===== config.mk =====
export PLATFORM = sky130hd
export DESIGN_NAME = decodeTop
export DESIGN_NICKNAME = d
export VERILOG_FILES = /design/src/logic/decodePkg.sv /design/src/logic/instrFetch.sv /design/src/logic/controlUnit.sv /design/src/logic/retireCollector.sv /design/src/logic/decodeTop.sv
export SDC_FILE = /design/constraint.sdc
export NUM_CORES = 1
export LEC_CHECK = 0
export BUFFER_PORTS_ARGS = -buffer_cell sky130_fd_sc_hd__buf_4
export CORE_UTILIZATION = 62
export DETAILED_ROUTE_END_ITERATION = 10
export MAX_ROUTING_LAYER = met4
export PLACE_DENSITY = 0.82
export RECOVER_POWER = 25
export SYNTH_ARGS = -nofsm -noshare
export SYNTH_HDL_FRONTEND = slang
export SYNTH_SLANG_ARGS = --single-unit

===== constraint.sdc =====
create_clock -name clk -period 6.9 [get_ports clk]
set_clock_uncertainty 0.15 [all_clocks]
set_input_delay 1.035 -clock clk [delete_from_list [all_inputs] [get_ports clk]]
set_output_delay 1.035 -clock clk [all_outputs]
set_load 0.01 [all_outputs]

===== src/logic/decodePkg.sv =====
package decodePkg;

    ////////////////////////////////////////
    // Sizes
    ////////////////////////////////////////

    localparam int numLanes = 4;
    localparam int laneIdxW = $clog2(numLanes);
    localparam int addrW    = 32;
    localparam int instrW   = 32;
    localparam int countW   = 16;   // Instruction count of one run

    ////////////////////////////////////////
    // Encodings
    ////////////////////////////////////////

    // First sixteen follow funct[4:1] of a data-processing word
    typedef enum logic [4:0] {
        opAnd = 5'd0,
        opEor,
        opSub,
        opRsb,
        opAdd,
        opAdc,
        opSbc,
        opRsc,
        opTst,
        opTeq,
        opCmp,
        opCmn,
        opOrr,
        opMov,
        opBic,
        opMvn,
        opMul = 5'd16,
        opDiv,
        opFadd,
        opLdrp,
        opLdrn,
        opStrp,
        opStrn
    } aluOpE;

    typedef enum logic [1:0] {
        clsDp     = 2'b00,
        clsMem    = 2'b01,
        clsBranch = 2'b10,
        clsFloat  = 2'b11
    } instrClassE;   // Instr[27:26]

    // Registered decode result of one lane
    typedef struct packed {
        logic [addrW-1:0] pc;
        logic             issue;
        logic [3:0]       flagW;    // NZCV write mask
        logic             pcs;
        logic             regW;
        logic             memW;
        logic             memToReg;
        logic             noWrite;
        logic             aluSrc;
        logic [1:0]       immSrc;
        logic [2:0]       regSrc;
        aluOpE            operation;
        logic             ms;       // Multi-cycle unit select
        logic             mCycleOp; // Divide when set
        logic             fps;
    } ctrlBundleT;

endpackage


===== src/logic/instrFetch.sv =====
`timescale 1ns/10ps

module instrFetch import decodePkg::*; (
    input  logic                clk,
    input  logic                rstN,
    input  logic                start,
    input  logic [addrW-1:0]    baseAddr,
    input  logic [countW-1:0]   instrCount,
    input  logic [instrW-1:0]   wbDatI,
    input  logic                wbAck,
    input  logic [numLanes-1:0] laneFull,
    input  logic                retired,
    output logic                busy,
    output logic                wbCyc,
    output logic                wbStb,
    output logic [addrW-1:0]    wbAdr,
    output logic [numLanes-1:0] laneLoad,
    output logic [instrW-1:0]   loadInstr,
    output logic [addrW-1:0]    loadPc
);

    typedef enum logic [1:0] {
        stIdle,
        stRequest,
        stDrain
    } fetchStateE;

    fetchStateE          state;
    logic                cycActive;
    logic                ackTaken;
    logic [addrW-1:0]    addr;
    logic [countW-1:0]   wordCount;
    logic [countW-1:0]   issuedCnt;
    logic [countW-1:0]   retiredCnt;
    logic [laneIdxW-1:0] ptr;      // Next lane in rotation

    assign ackTaken = cycActive && wbAck;

    always_ff @(posedge clk) begin
        if (!rstN) begin
            state      <= stIdle;
            cycActive  <= 1'b0;
            ptr        <= '0;
            issuedCnt  <= '0;
            retiredCnt <= '0;
        end else begin
            case (state)
                stIdle: begin
                    if (start && instrCount != '0) begin
                        state      <= stRequest;
                        cycActive  <= 1'b1;   // All lanes drained while idle
                        issuedCnt  <= '0;
                        retiredCnt <= '0;
                    end
                end
                stRequest: begin
                    if (ackTaken) begin
                        cycActive <= 1'b0;
                        ptr       <= ptr + 1'b1;
                        issuedCnt <= issuedCnt + 1'b1;
                        if (issuedCnt + 1'b1 == wordCount)
                            state <= stDrain;
                    end else if (!cycActive && !laneFull[ptr]) begin
                        cycActive <= 1'b1;
                    end
                end
                stDrain: begin
                    if (retiredCnt == wordCount)
                        state <= stIdle;
                end
                default: state <= stIdle;
            endcase
            if (retired)
                retiredCnt <= retiredCnt + 1'b1;
        end
    end

    always_ff @(posedge clk) begin
        if (state == stIdle && start) begin
            addr      <= baseAddr;
            wordCount <= instrCount;
        end else if (ackTaken) begin
            addr <= addr + addrW'(4);
        end
    end

    assign busy      = (state != stIdle);
    assign wbCyc     = cycActive;
    assign wbStb     = cycActive;
    assign wbAdr     = addr;
    assign laneLoad  = ackTaken ? (numLanes'(1) << ptr) : '0;
    assign loadInstr = wbDatI;
    assign loadPc    = addr;

    // Address held until the slave acks
    assert property (@(posedge clk) disable iff (!rstN)
        (wbCyc && !wbAck) |=> (wbCyc && $stable(wbAdr)))
        else $error("wbAdr changed during a pending read");

    assert property (@(posedge clk) disable iff (!rstN)
        (laneLoad & laneFull) == '0)
        else $error("Load aimed at a full lane");

endmodule


===== src/logic/controlUnit.sv =====
`timescale 1ns/10ps

module controlUnit import decodePkg::*; (
    input  logic              clk,
    input  logic              rstN,
    input  logic              load,
    input  logic [instrW-1:0] instr,
    input  logic [addrW-1:0]  pc,
    input  logic              take,
    output logic              full,
    output ctrlBundleT        bundle
);

    instrClassE  cls;
    logic [5:0]  funct;
    logic [3:0]  rd;
    logic        sBit;
    logic        branch;
    logic [1:0]  aluCtl;   // 11 data-processing, 01 memory offset, 00 plain add
    aluOpE       dpOp;
    logic        isCompare;
    logic        isLogical;

    logic [3:0]  flagW;
    logic        pcs;
    logic        regW;
    logic        memW;
    logic        memToReg;
    logic        noWrite;
    logic        aluSrc;
    logic [1:0]  immSrc;
    logic [2:0]  regSrc;
    aluOpE       operation;
    logic        ms;
    logic        mCycleOp;
    logic        fps;

    assign cls   = instrClassE'(instr[27:26]);
    assign funct = instr[25:20];
    assign rd    = instr[15:12];
    assign sBit  = funct[0];
    assign dpOp  = aluOpE'({1'b0, funct[4:1]});

    assign isCompare = dpOp inside {opTst, opTeq, opCmp, opCmn};
    assign isLogical = dpOp inside {opAnd, opEor, opTst, opTeq, opOrr, opMov, opBic, opMvn};

    ////////////////////////////////////////
    // Main decode
    ////////////////////////////////////////

    always_comb begin
        branch   = 1'b0;
        memToReg = 1'b0;
        memW     = 1'b0;
        aluSrc   = 1'b1;
        immSrc   = 2'b10;
        regW     = 1'b0;
        regSrc   = 3'b001;
        aluCtl   = 2'b00;
        ms       = 1'b0;
        mCycleOp = 1'b0;
        fps      = 1'b0;
        case (cls)
            clsDp: begin
                aluCtl = 2'b11;
                immSrc = 2'b00;
                regSrc = 3'b000;
                aluSrc = funct[5];   // Immediate form
                regW   = 1'b1;
                if (!funct[5] && instr[7:4] == 4'b1001 && instr[24:21] == 4'b0000) begin
                    regW   = 1'b0;   // MUL
                    regSrc = 3'b100;
                    ms     = 1'b1;
                end
            end
            clsMem: begin
                aluCtl = 2'b01;
                immSrc = 2'b01;
                aluSrc = ~funct[5];
                if (!funct[0]) begin
                    memW   = 1'b1;   // STR
                    regSrc = 3'b010;
                end else if (funct == 6'b111111 && instr[7:4] == 4'b1111) begin
                    regSrc   = 3'b100;   // DIV
                    ms       = 1'b1;
                    mCycleOp = 1'b1;
                end else begin
                    memToReg = 1'b1;
                    regW     = 1'b1;
                    regSrc   = 3'b000;
                end
            end
            clsBranch: branch = 1'b1;
            clsFloat: begin
                if (funct[5:3] == 3'b100 && funct[1:0] == 2'b11) begin
                    fps    = 1'b1;   // FADDS
                    aluSrc = 1'b0;
                    regSrc = 3'b000;
                end
            end
        endcase
    end

    ////////////////////////////////////////
    // ALU decode
    ////////////////////////////////////////

    always_comb begin
        operation = opAdd;
        flagW     = 4'b0000;
        noWrite   = 1'b0;
        if (ms) begin
            operation = mCycleOp ? opDiv : opMul;
        end else if (fps) begin
            operation = opFadd;
        end else if (aluCtl == 2'b11) begin
            operation = dpOp;
            if (sBit)
                flagW = isLogical ? 4'b1110 : 4'b1111;
            if (isCompare) begin
                noWrite = 1'b1;
                if (!sBit)
                    operation = opAdd;   // Not a real compare without S
            end
        end else if (aluCtl == 2'b01) begin
            case ({funct[3], funct[0]})   // U, L
                2'b11:   operation = opLdrp;
                2'b10:   operation = opStrp;
                2'b01:   operation = opLdrn;
                default: operation = opStrn;
            endcase
        end
    end

    assign pcs = ((rd == 4'd15) && regW) || branch;

    always_ff @(posedge clk) begin
        if (!rstN)
            full <= 1'b0;
        else if (load)
            full <= 1'b1;
        else if (take)
            full <= 1'b0;
    end

    always_ff @(posedge clk) begin
        if (load) begin
            bundle <= '{pc: pc, issue: |instr, flagW: flagW, pcs: pcs, regW: regW,
                        memW: memW, memToReg: memToReg, noWrite: noWrite,
                        aluSrc: aluSrc, immSrc: immSrc, regSrc: regSrc,
                        operation: operation, ms: ms, mCycleOp: mCycleOp, fps: fps};
        end
    end

    // Fetch must never overwrite a held result
    assert property (@(posedge clk) disable iff (!rstN) !(load && full))
        else $error("Lane loaded while full");

endmodule


===== src/logic/retireCollector.sv =====
`timescale 1ns/10ps

module retireCollector import decodePkg::*; (
    input  logic                clk,
    input  logic                rstN,
    input  logic [numLanes-1:0] laneFull,
    input  ctrlBundleT          laneBundle [numLanes],
    input  logic                ctrlReady,
    output logic [numLanes-1:0] laneTake,
    output logic                retired,
    output logic                ctrlValid,
    output ctrlBundleT          ctrlOut
);

    logic [laneIdxW-1:0] ptr;   // Oldest lane, same rotation as fetch
    logic                fire;

    ////////////////////////////////////////
    // Output mux
    ////////////////////////////////////////

    assign ctrlValid = laneFull[ptr];
    assign ctrlOut   = laneBundle[ptr];
    assign fire      = ctrlValid && ctrlReady;
    assign retired   = fire;
    assign laneTake  = fire ? (numLanes'(1) << ptr) : '0;

    always_ff @(posedge clk) begin
        if (!rstN)
            ptr <= '0;
        else if (fire)
            ptr <= ptr + 1'b1;
    end

    // Stalled output holds its data
    assert property (@(posedge clk) disable iff (!rstN)
        (ctrlValid && !ctrlReady) |=> (ctrlValid && $stable(ctrlOut)))
        else $error("ctrlOut changed while stalled");

endmodule


===== src/logic/decodeTop.sv =====
`timescale 1ns/10ps

module decodeTop import decodePkg::*; (
    input  logic              clk,
    input  logic              rstN,
    input  logic              start,
    input  logic [addrW-1:0]  baseAddr,
    input  logic [countW-1:0] instrCount,
    input  logic [instrW-1:0] wbDatI,
    input  logic              wbAck,
    input  logic              ctrlReady,
    output logic              busy,
    output logic              wbCyc,
    output logic              wbStb,
    output logic [addrW-1:0]  wbAdr,
    output logic              ctrlValid,
    output ctrlBundleT        ctrlOut
);

    logic [numLanes-1:0] laneFull;
    logic [numLanes-1:0] laneLoad;
    logic [numLanes-1:0] laneTake;
    logic                retired;
    logic [instrW-1:0]   loadInstr;
    logic [addrW-1:0]    loadPc;
    ctrlBundleT          laneBundle [numLanes];

    instrFetch fetch_i (
        .clk        (clk),
        .rstN       (rstN),
        .start      (start),
        .baseAddr   (baseAddr),
        .instrCount (instrCount),
        .wbDatI     (wbDatI),
        .wbAck      (wbAck),
        .laneFull   (laneFull),
        .retired    (retired),
        .busy       (busy),
        .wbCyc      (wbCyc),
        .wbStb      (wbStb),
        .wbAdr      (wbAdr),
        .laneLoad   (laneLoad),
        .loadInstr  (loadInstr),
        .loadPc     (loadPc)
    );

    for (genvar i = 0; i < numLanes; i++) begin : genLanes
        controlUnit lane_i (
            .clk    (clk),
            .rstN   (rstN),
            .load   (laneLoad[i]),
            .instr  (loadInstr),
            .pc     (loadPc),
            .take   (laneTake[i]),
            .full   (laneFull[i]),
            .bundle (laneBundle[i])
        );
    end

    retireCollector collector_i (
        .clk        (clk),
        .rstN       (rstN),
        .laneFull   (laneFull),
        .laneBundle (laneBundle),
        .ctrlReady  (ctrlReady),
        .laneTake   (laneTake),
        .retired    (retired),
        .ctrlValid  (ctrlValid),
        .ctrlOut    (ctrlOut)
    );

endmodule


==> flow_results.xml <==
<?xml version="1.0" encoding="UTF-8"?>
<metrics>
  <group name="final_layout">
    <metric name="post_route_cells_drive_above_1_share" unit="">0.274</metric>
    <metric name="num_antenna_cells" unit="">0</metric>
    <metric name="stdcell_area" unit="sq mm">0.0158</metric>
    <metric name="nets" unit="">1189</metric>
    <metric name="syn_to_final_growth" unit="%">19.3</metric>
    <metric name="fillCellCount" unit="">1273</metric>
  </group>
  <group name="clock_tree">
    <metric name="clock_tree.buffer_depth" unit="">3</metric>
    <metric name="cts_buffers" unit="">29</metric>
    <metric name="ctsHoldBuffers" unit="">0</metric>
    <metric name="postCtsSetupRepairBufs" unit="">0</metric>
    <metric name="clk_pin_slew" unit="ns">0.06</metric>
    <metric name="tritoncts" unit="">built</metric>
    <metric name="worstSkewPairLatency" unit="ns">0.55</metric>
    <metric name="post_cts.resized_instances" unit="">0</metric>
    <metric name="clock_tree.root_cell" unit="">sky130_fd_sc_hd__clkbuf_16</metric>
    <metric name="h_tree_lvls" unit="">1</metric>
    <metric name="cts.sink_count" unit="">303</metric>
  </group>
  <group name="yosys">
    <metric name="share_of_the_synthesized_area_in_compound_gates_ao_oa_aoi_oai" unit="">0.0544</metric>
    <metric name="combinational_family_with_the_most_area_after_synthesis" unit="">simple AND/OR/NAND/NOR gates</metric>
    <metric name="synth_largest_type_area_fraction" unit="">0.589</metric>
    <metric name="synth-seq-area-share" unit="">0.654</metric>
    <metric name="synth-simple-area-share" unit="">0.113</metric>
    <metric name="yosys-mux-area-fraction" unit="">0.0972</metric>
    <metric name="netlist_area" unit="sq mm">0.0133</metric>
    <metric name="most_common_library_cells_after_synthesis" unit="">sky130_fd_sc_hd__edfxtp_1, sky130_fd_sc_hd__nand2_1, sky130_fd_sc_hd__nor2_1, sky130_fd_sc_hd__mux4_2, sky130_fd_sc_hd__o21ai_0</metric>
    <metric name="synth-main-ff-cell" unit="">sky130_fd_sc_hd__edfxtp_1</metric>
    <metric name="synth.lib_cells_used.distinct" unit="">67</metric>
    <metric name="synth.largest_area_cell" unit="">sky130_fd_sc_hd__edfxtp_1</metric>
    <metric name="synth_enable_flop_cells" unit="">260</metric>
    <metric name="synth_async_sr_flop_share" unit="">0</metric>
    <metric name="synthXorXnorAreaFrac" unit="">0.0481</metric>
    <metric name="yosys.cell_count.top_type" unit="">sky130_fd_sc_hd__edfxtp_1</metric>
    <metric name="yosys-top-cells-area" unit="">sky130_fd_sc_hd__edfxtp_1, sky130_fd_sc_hd__mux4_2, sky130_fd_sc_hd__dfxtp_1, sky130_fd_sc_hd__xnor2_1, sky130_fd_sc_hd__xor2_1</metric>
    <metric name="synth_adder_area_share" unit="">0.0142</metric>
    <metric name="synth_seq_cells" unit="">303</metric>
    <metric name="synth_nets" unit="">1013</metric>
    <metric name="yosysWarningCount" unit="">0</metric>
    <metric name="gate_count_after_technology_mapping" unit="">913</metric>
    <metric name="synthesis.area_per_instance" unit="sq um">14.5</metric>
  </group>
  <group name="detailed_routing">
    <metric name="number_of_design_rule_violations_left_after_detail_routing" unit="">0</metric>
    <metric name="routed-via-count" unit="">8524</metric>
    <metric name="initial_drt_markers" unit="">638</metric>
    <metric name="wire_per_inst" unit="um">21.8</metric>
    <metric name="via_per_inst" unit="">6.15</metric>
    <metric name="detail_route.wirelength" unit="um">30200</metric>
    <metric name="first_pass_iters" unit="">7</metric>
    <metric name="antenna_violating_nets_post_route" unit="">0</metric>
  </group>
  <group name="status">
    <metric name="run_status" unit="">completed</metric>
  </group>
  <group name="placed_design">
    <metric name="gpl.final_weighted_congestion" unit="">0.880</metric>
    <metric name="dpl.hpwl" unit="um">18700</metric>
    <metric name="place.port_buffers" unit="">176</metric>
    <metric name="post_placement_cell_area" unit="sq mm">0.0148</metric>
  </group>
  <group name="die">
    <metric name="core_area" unit="sq mm">0.0210</metric>
    <metric name="fp.dieW" unit="um">148</metric>
    <metric name="placement_rows" unit="">53</metric>
    <metric name="initial_utilization" unit="">0.631</metric>
    <metric name="die_height" unit="um">148</metric>
    <metric name="design.portCount" unit="">177</metric>
    <metric name="dieArea" unit="sq mm">0.0220</metric>
  </group>
  <group name="worst_setup_path">
    <metric name="timing.critical_path.to" unit="">ctrlOut[2]</metric>
    <metric name="critPathRequiredTime" unit="ns">5.71</metric>
    <metric name="worstPathMaxFanout" unit="">46</metric>
    <metric name="timing.critical_path.arrival" unit="ns">2.66</metric>
    <metric name="regToRegSetupSlack" unit="ns">4.01</metric>
    <metric name="critical_path_class" unit="">flop to output port</metric>
    <metric name="cp-end-kind" unit="">output port</metric>
    <metric name="timing.rr.start" unit="">fetch_i.wbCyc</metric>
    <metric name="crit-reg2reg-capture" unit="">fetch_i.issuedCnt[2]</metric>
    <metric name="cp-start-kind" unit="">flop</metric>
    <metric name="count_of_cells_along_the_worst_register_to_register_path" unit="">6</metric>
    <metric name="crit_start" unit="">collector_i.ptr[0]</metric>
  </group>
  <group name="grt">
    <metric name="grt_first_pass_wirelength" unit="um">46400</metric>
    <metric name="grt_antenna_before_repair" unit="">0</metric>
    <metric name="maximum_number_of_pins_on_one_net_before_global_route_repair" unit="">55</metric>
    <metric name="grt_pass1_vias" unit="">8490</metric>
    <metric name="globalRoute.totalOverflow" unit="">0</metric>
    <metric name="grt_use_total" unit="">0.287</metric>
  </group>
  <group name="timing">
    <metric name="slew_violations" unit="">0</metric>
    <metric name="setup_total_negative_slack" unit="ns">0</metric>
    <metric name="timing_worst_slew_pin_value" unit="ns">1.14</metric>
    <metric name="final_hold_violating_endpoints" unit="">0</metric>
    <metric name="report.final.setup_viol" unit="">0</metric>
    <metric name="clock.fmax" unit="MHz">260</metric>
    <metric name="grt_setup_unrepaired" unit="">false</metric>
    <metric name="period_share" unit="">0.558</metric>
    <metric name="period_needed" unit="ns">3.85</metric>
    <metric name="timing.max_slew.rel_slack" unit="">0.238</metric>
  </group>
  <group name="power_and_ir_drop">
    <metric name="worst_ir_drop_vdd" unit="uV">232</metric>
    <metric name="leakage" unit="nW">5.55</metric>
    <metric name="power_per_cell_area" unit="mW/mm^2">269</metric>
  </group>
  <group name="min_path">
    <metric name="hold_path.class" unit="">flop to flop</metric>
  </group>
  <group name="job">
    <metric name="max_cap_violations" unit="">0</metric>
  </group>
</metrics>
-- cell usage in the layout (no fill, tap or decap), drive strengths merged, types with 2 or more instances in the layout --
cell,count
edfxtp,260
buf,167
nand2,78
nor2,59
mux4,55
o21ai,53
clkbuf,48
dfxtp,43
xnor2,36
xor2,36
nand3,32
a21oi,30
and2,21
nor4,18
inv,18
nand4,17
ha,15
and3,15
nor3,14
a21boi,12
clkinv,9
nor2b,8
bufinv,8
and4,7
mux2i,5
nand3b,5
a31oi,5
a211oi,5
or3,4
clkinvlp,4
and2b,2
nand4b,2
or2,2
a41oi,2
-- final cells by class --
class,instances,area [sq um],share of cell area
clock buffers,31,733,0.0463
inverters,16,60.1,0.00379
clock inverters,23,332,0.0209
well taps,275,344,0.0217
multi-input cells,555,4340,0.274
flip-flops and latches,303,8670,0.548
repair buffers,184,1340,0.0849
-- flip-flops by register name, summed over array words and instances, names as in the netlist --
| register | count |
|---|---|
| collector_i.ptr | 2 |
| fetch_i.issuedCnt | 16 |
| fetch_i.loadPc | 32 |
| fetch_i.ptr | 2 |
| fetch_i.retiredCnt | 16 |
| fetch_i.state | 2 |
| fetch_i.wbCyc | 1 |
| fetch_i.wordCount | 16 |
| genLanes.lane_i.bundle | 212 |
| genLanes.lane_i.full | 4 |
-- metrics by stage --
| step | cells | hold WS [ns] | total power (W) | util | worst slack, ns |
|---|---|---|---|---|---|
| 2_1_floorplan | 913 | 0.318 | 0.00235 | - | 3.97 |
| 3_3_place_gp | 1333 | 0.343 | 0.00253 | 0.704 | 3.57 |
| 3_5_place_dp | 1333 | 0.348 | 0.00255 | 0.704 | 3.52 |
| 4_1_cts | 1387 | 0.358 | 0.00429 | 0.755 | 2.97 |
| 5_1_grt | 1387 | 0.397 | 0.00438 | 0.753 | 2.86 |
| 6_report | 1387 | 0.355 | 0.00427 | 0.753 | 3.05 |
-- routing by layer --
layer	global-route usage	routed length (um)	up-vias
li1	-	-	3835
met1	0.364	11600	4181
met2	0.474	15200	416
met3	0.0393	2280	92
met4	0.111	1120	0
met5	-	0	-
-- critical path, cell delays in order (launching register included) --
cell and delay [ns]:
sky130_fd_sc_hd__dfxtp_4 0.47, sky130_fd_sc_hd__buf_4 0.79, sky130_fd_sc_hd__mux4_2 0.65, sky130_fd_sc_hd__buf_4 0.17
-- report_power, final --
part | switching [W] | leakage (nW) | total, W | internal, W
registers | 0.0000742 | 2.78 | 0.00215 | 0.00207
clock network | 0.000680 | 0.508 | 0.00175 | 0.00107
logic | 0.000190 | 2.26 | 0.000367 | 0.000177
-- how the worst min path moves through the flow --
stage	startpoint	endpoint	slack [ns]	cells past startpoint
after global routing	fetch_i.issuedCnt[15]	fetch_i.issuedCnt[15]	0.40	2
after detailed placement	fetch_i.issuedCnt[15]	fetch_i.issuedCnt[15]	0.35	2
final	fetch_i.issuedCnt[15]	fetch_i.issuedCnt[15]	0.36	2
after floorplan	fetch_i.issuedCnt[15]	fetch_i.issuedCnt[15]	0.32	2
after global placement	fetch_i.issuedCnt[15]	fetch_i.issuedCnt[15]	0.34	2
after CTS	fetch_i.issuedCnt[15]	fetch_i.issuedCnt[15]	0.36	2
-- cells by family (layout without fill, tap and decap cells) --
group,after synthesis,after routing
flops,303,303
simple gates,288,288
compound gates,120,120
xor+xnor,72,72
mux,60,60
buf+inv,55,254
fa+ha+maj,15,15
(Power assumes the default switching activity.)
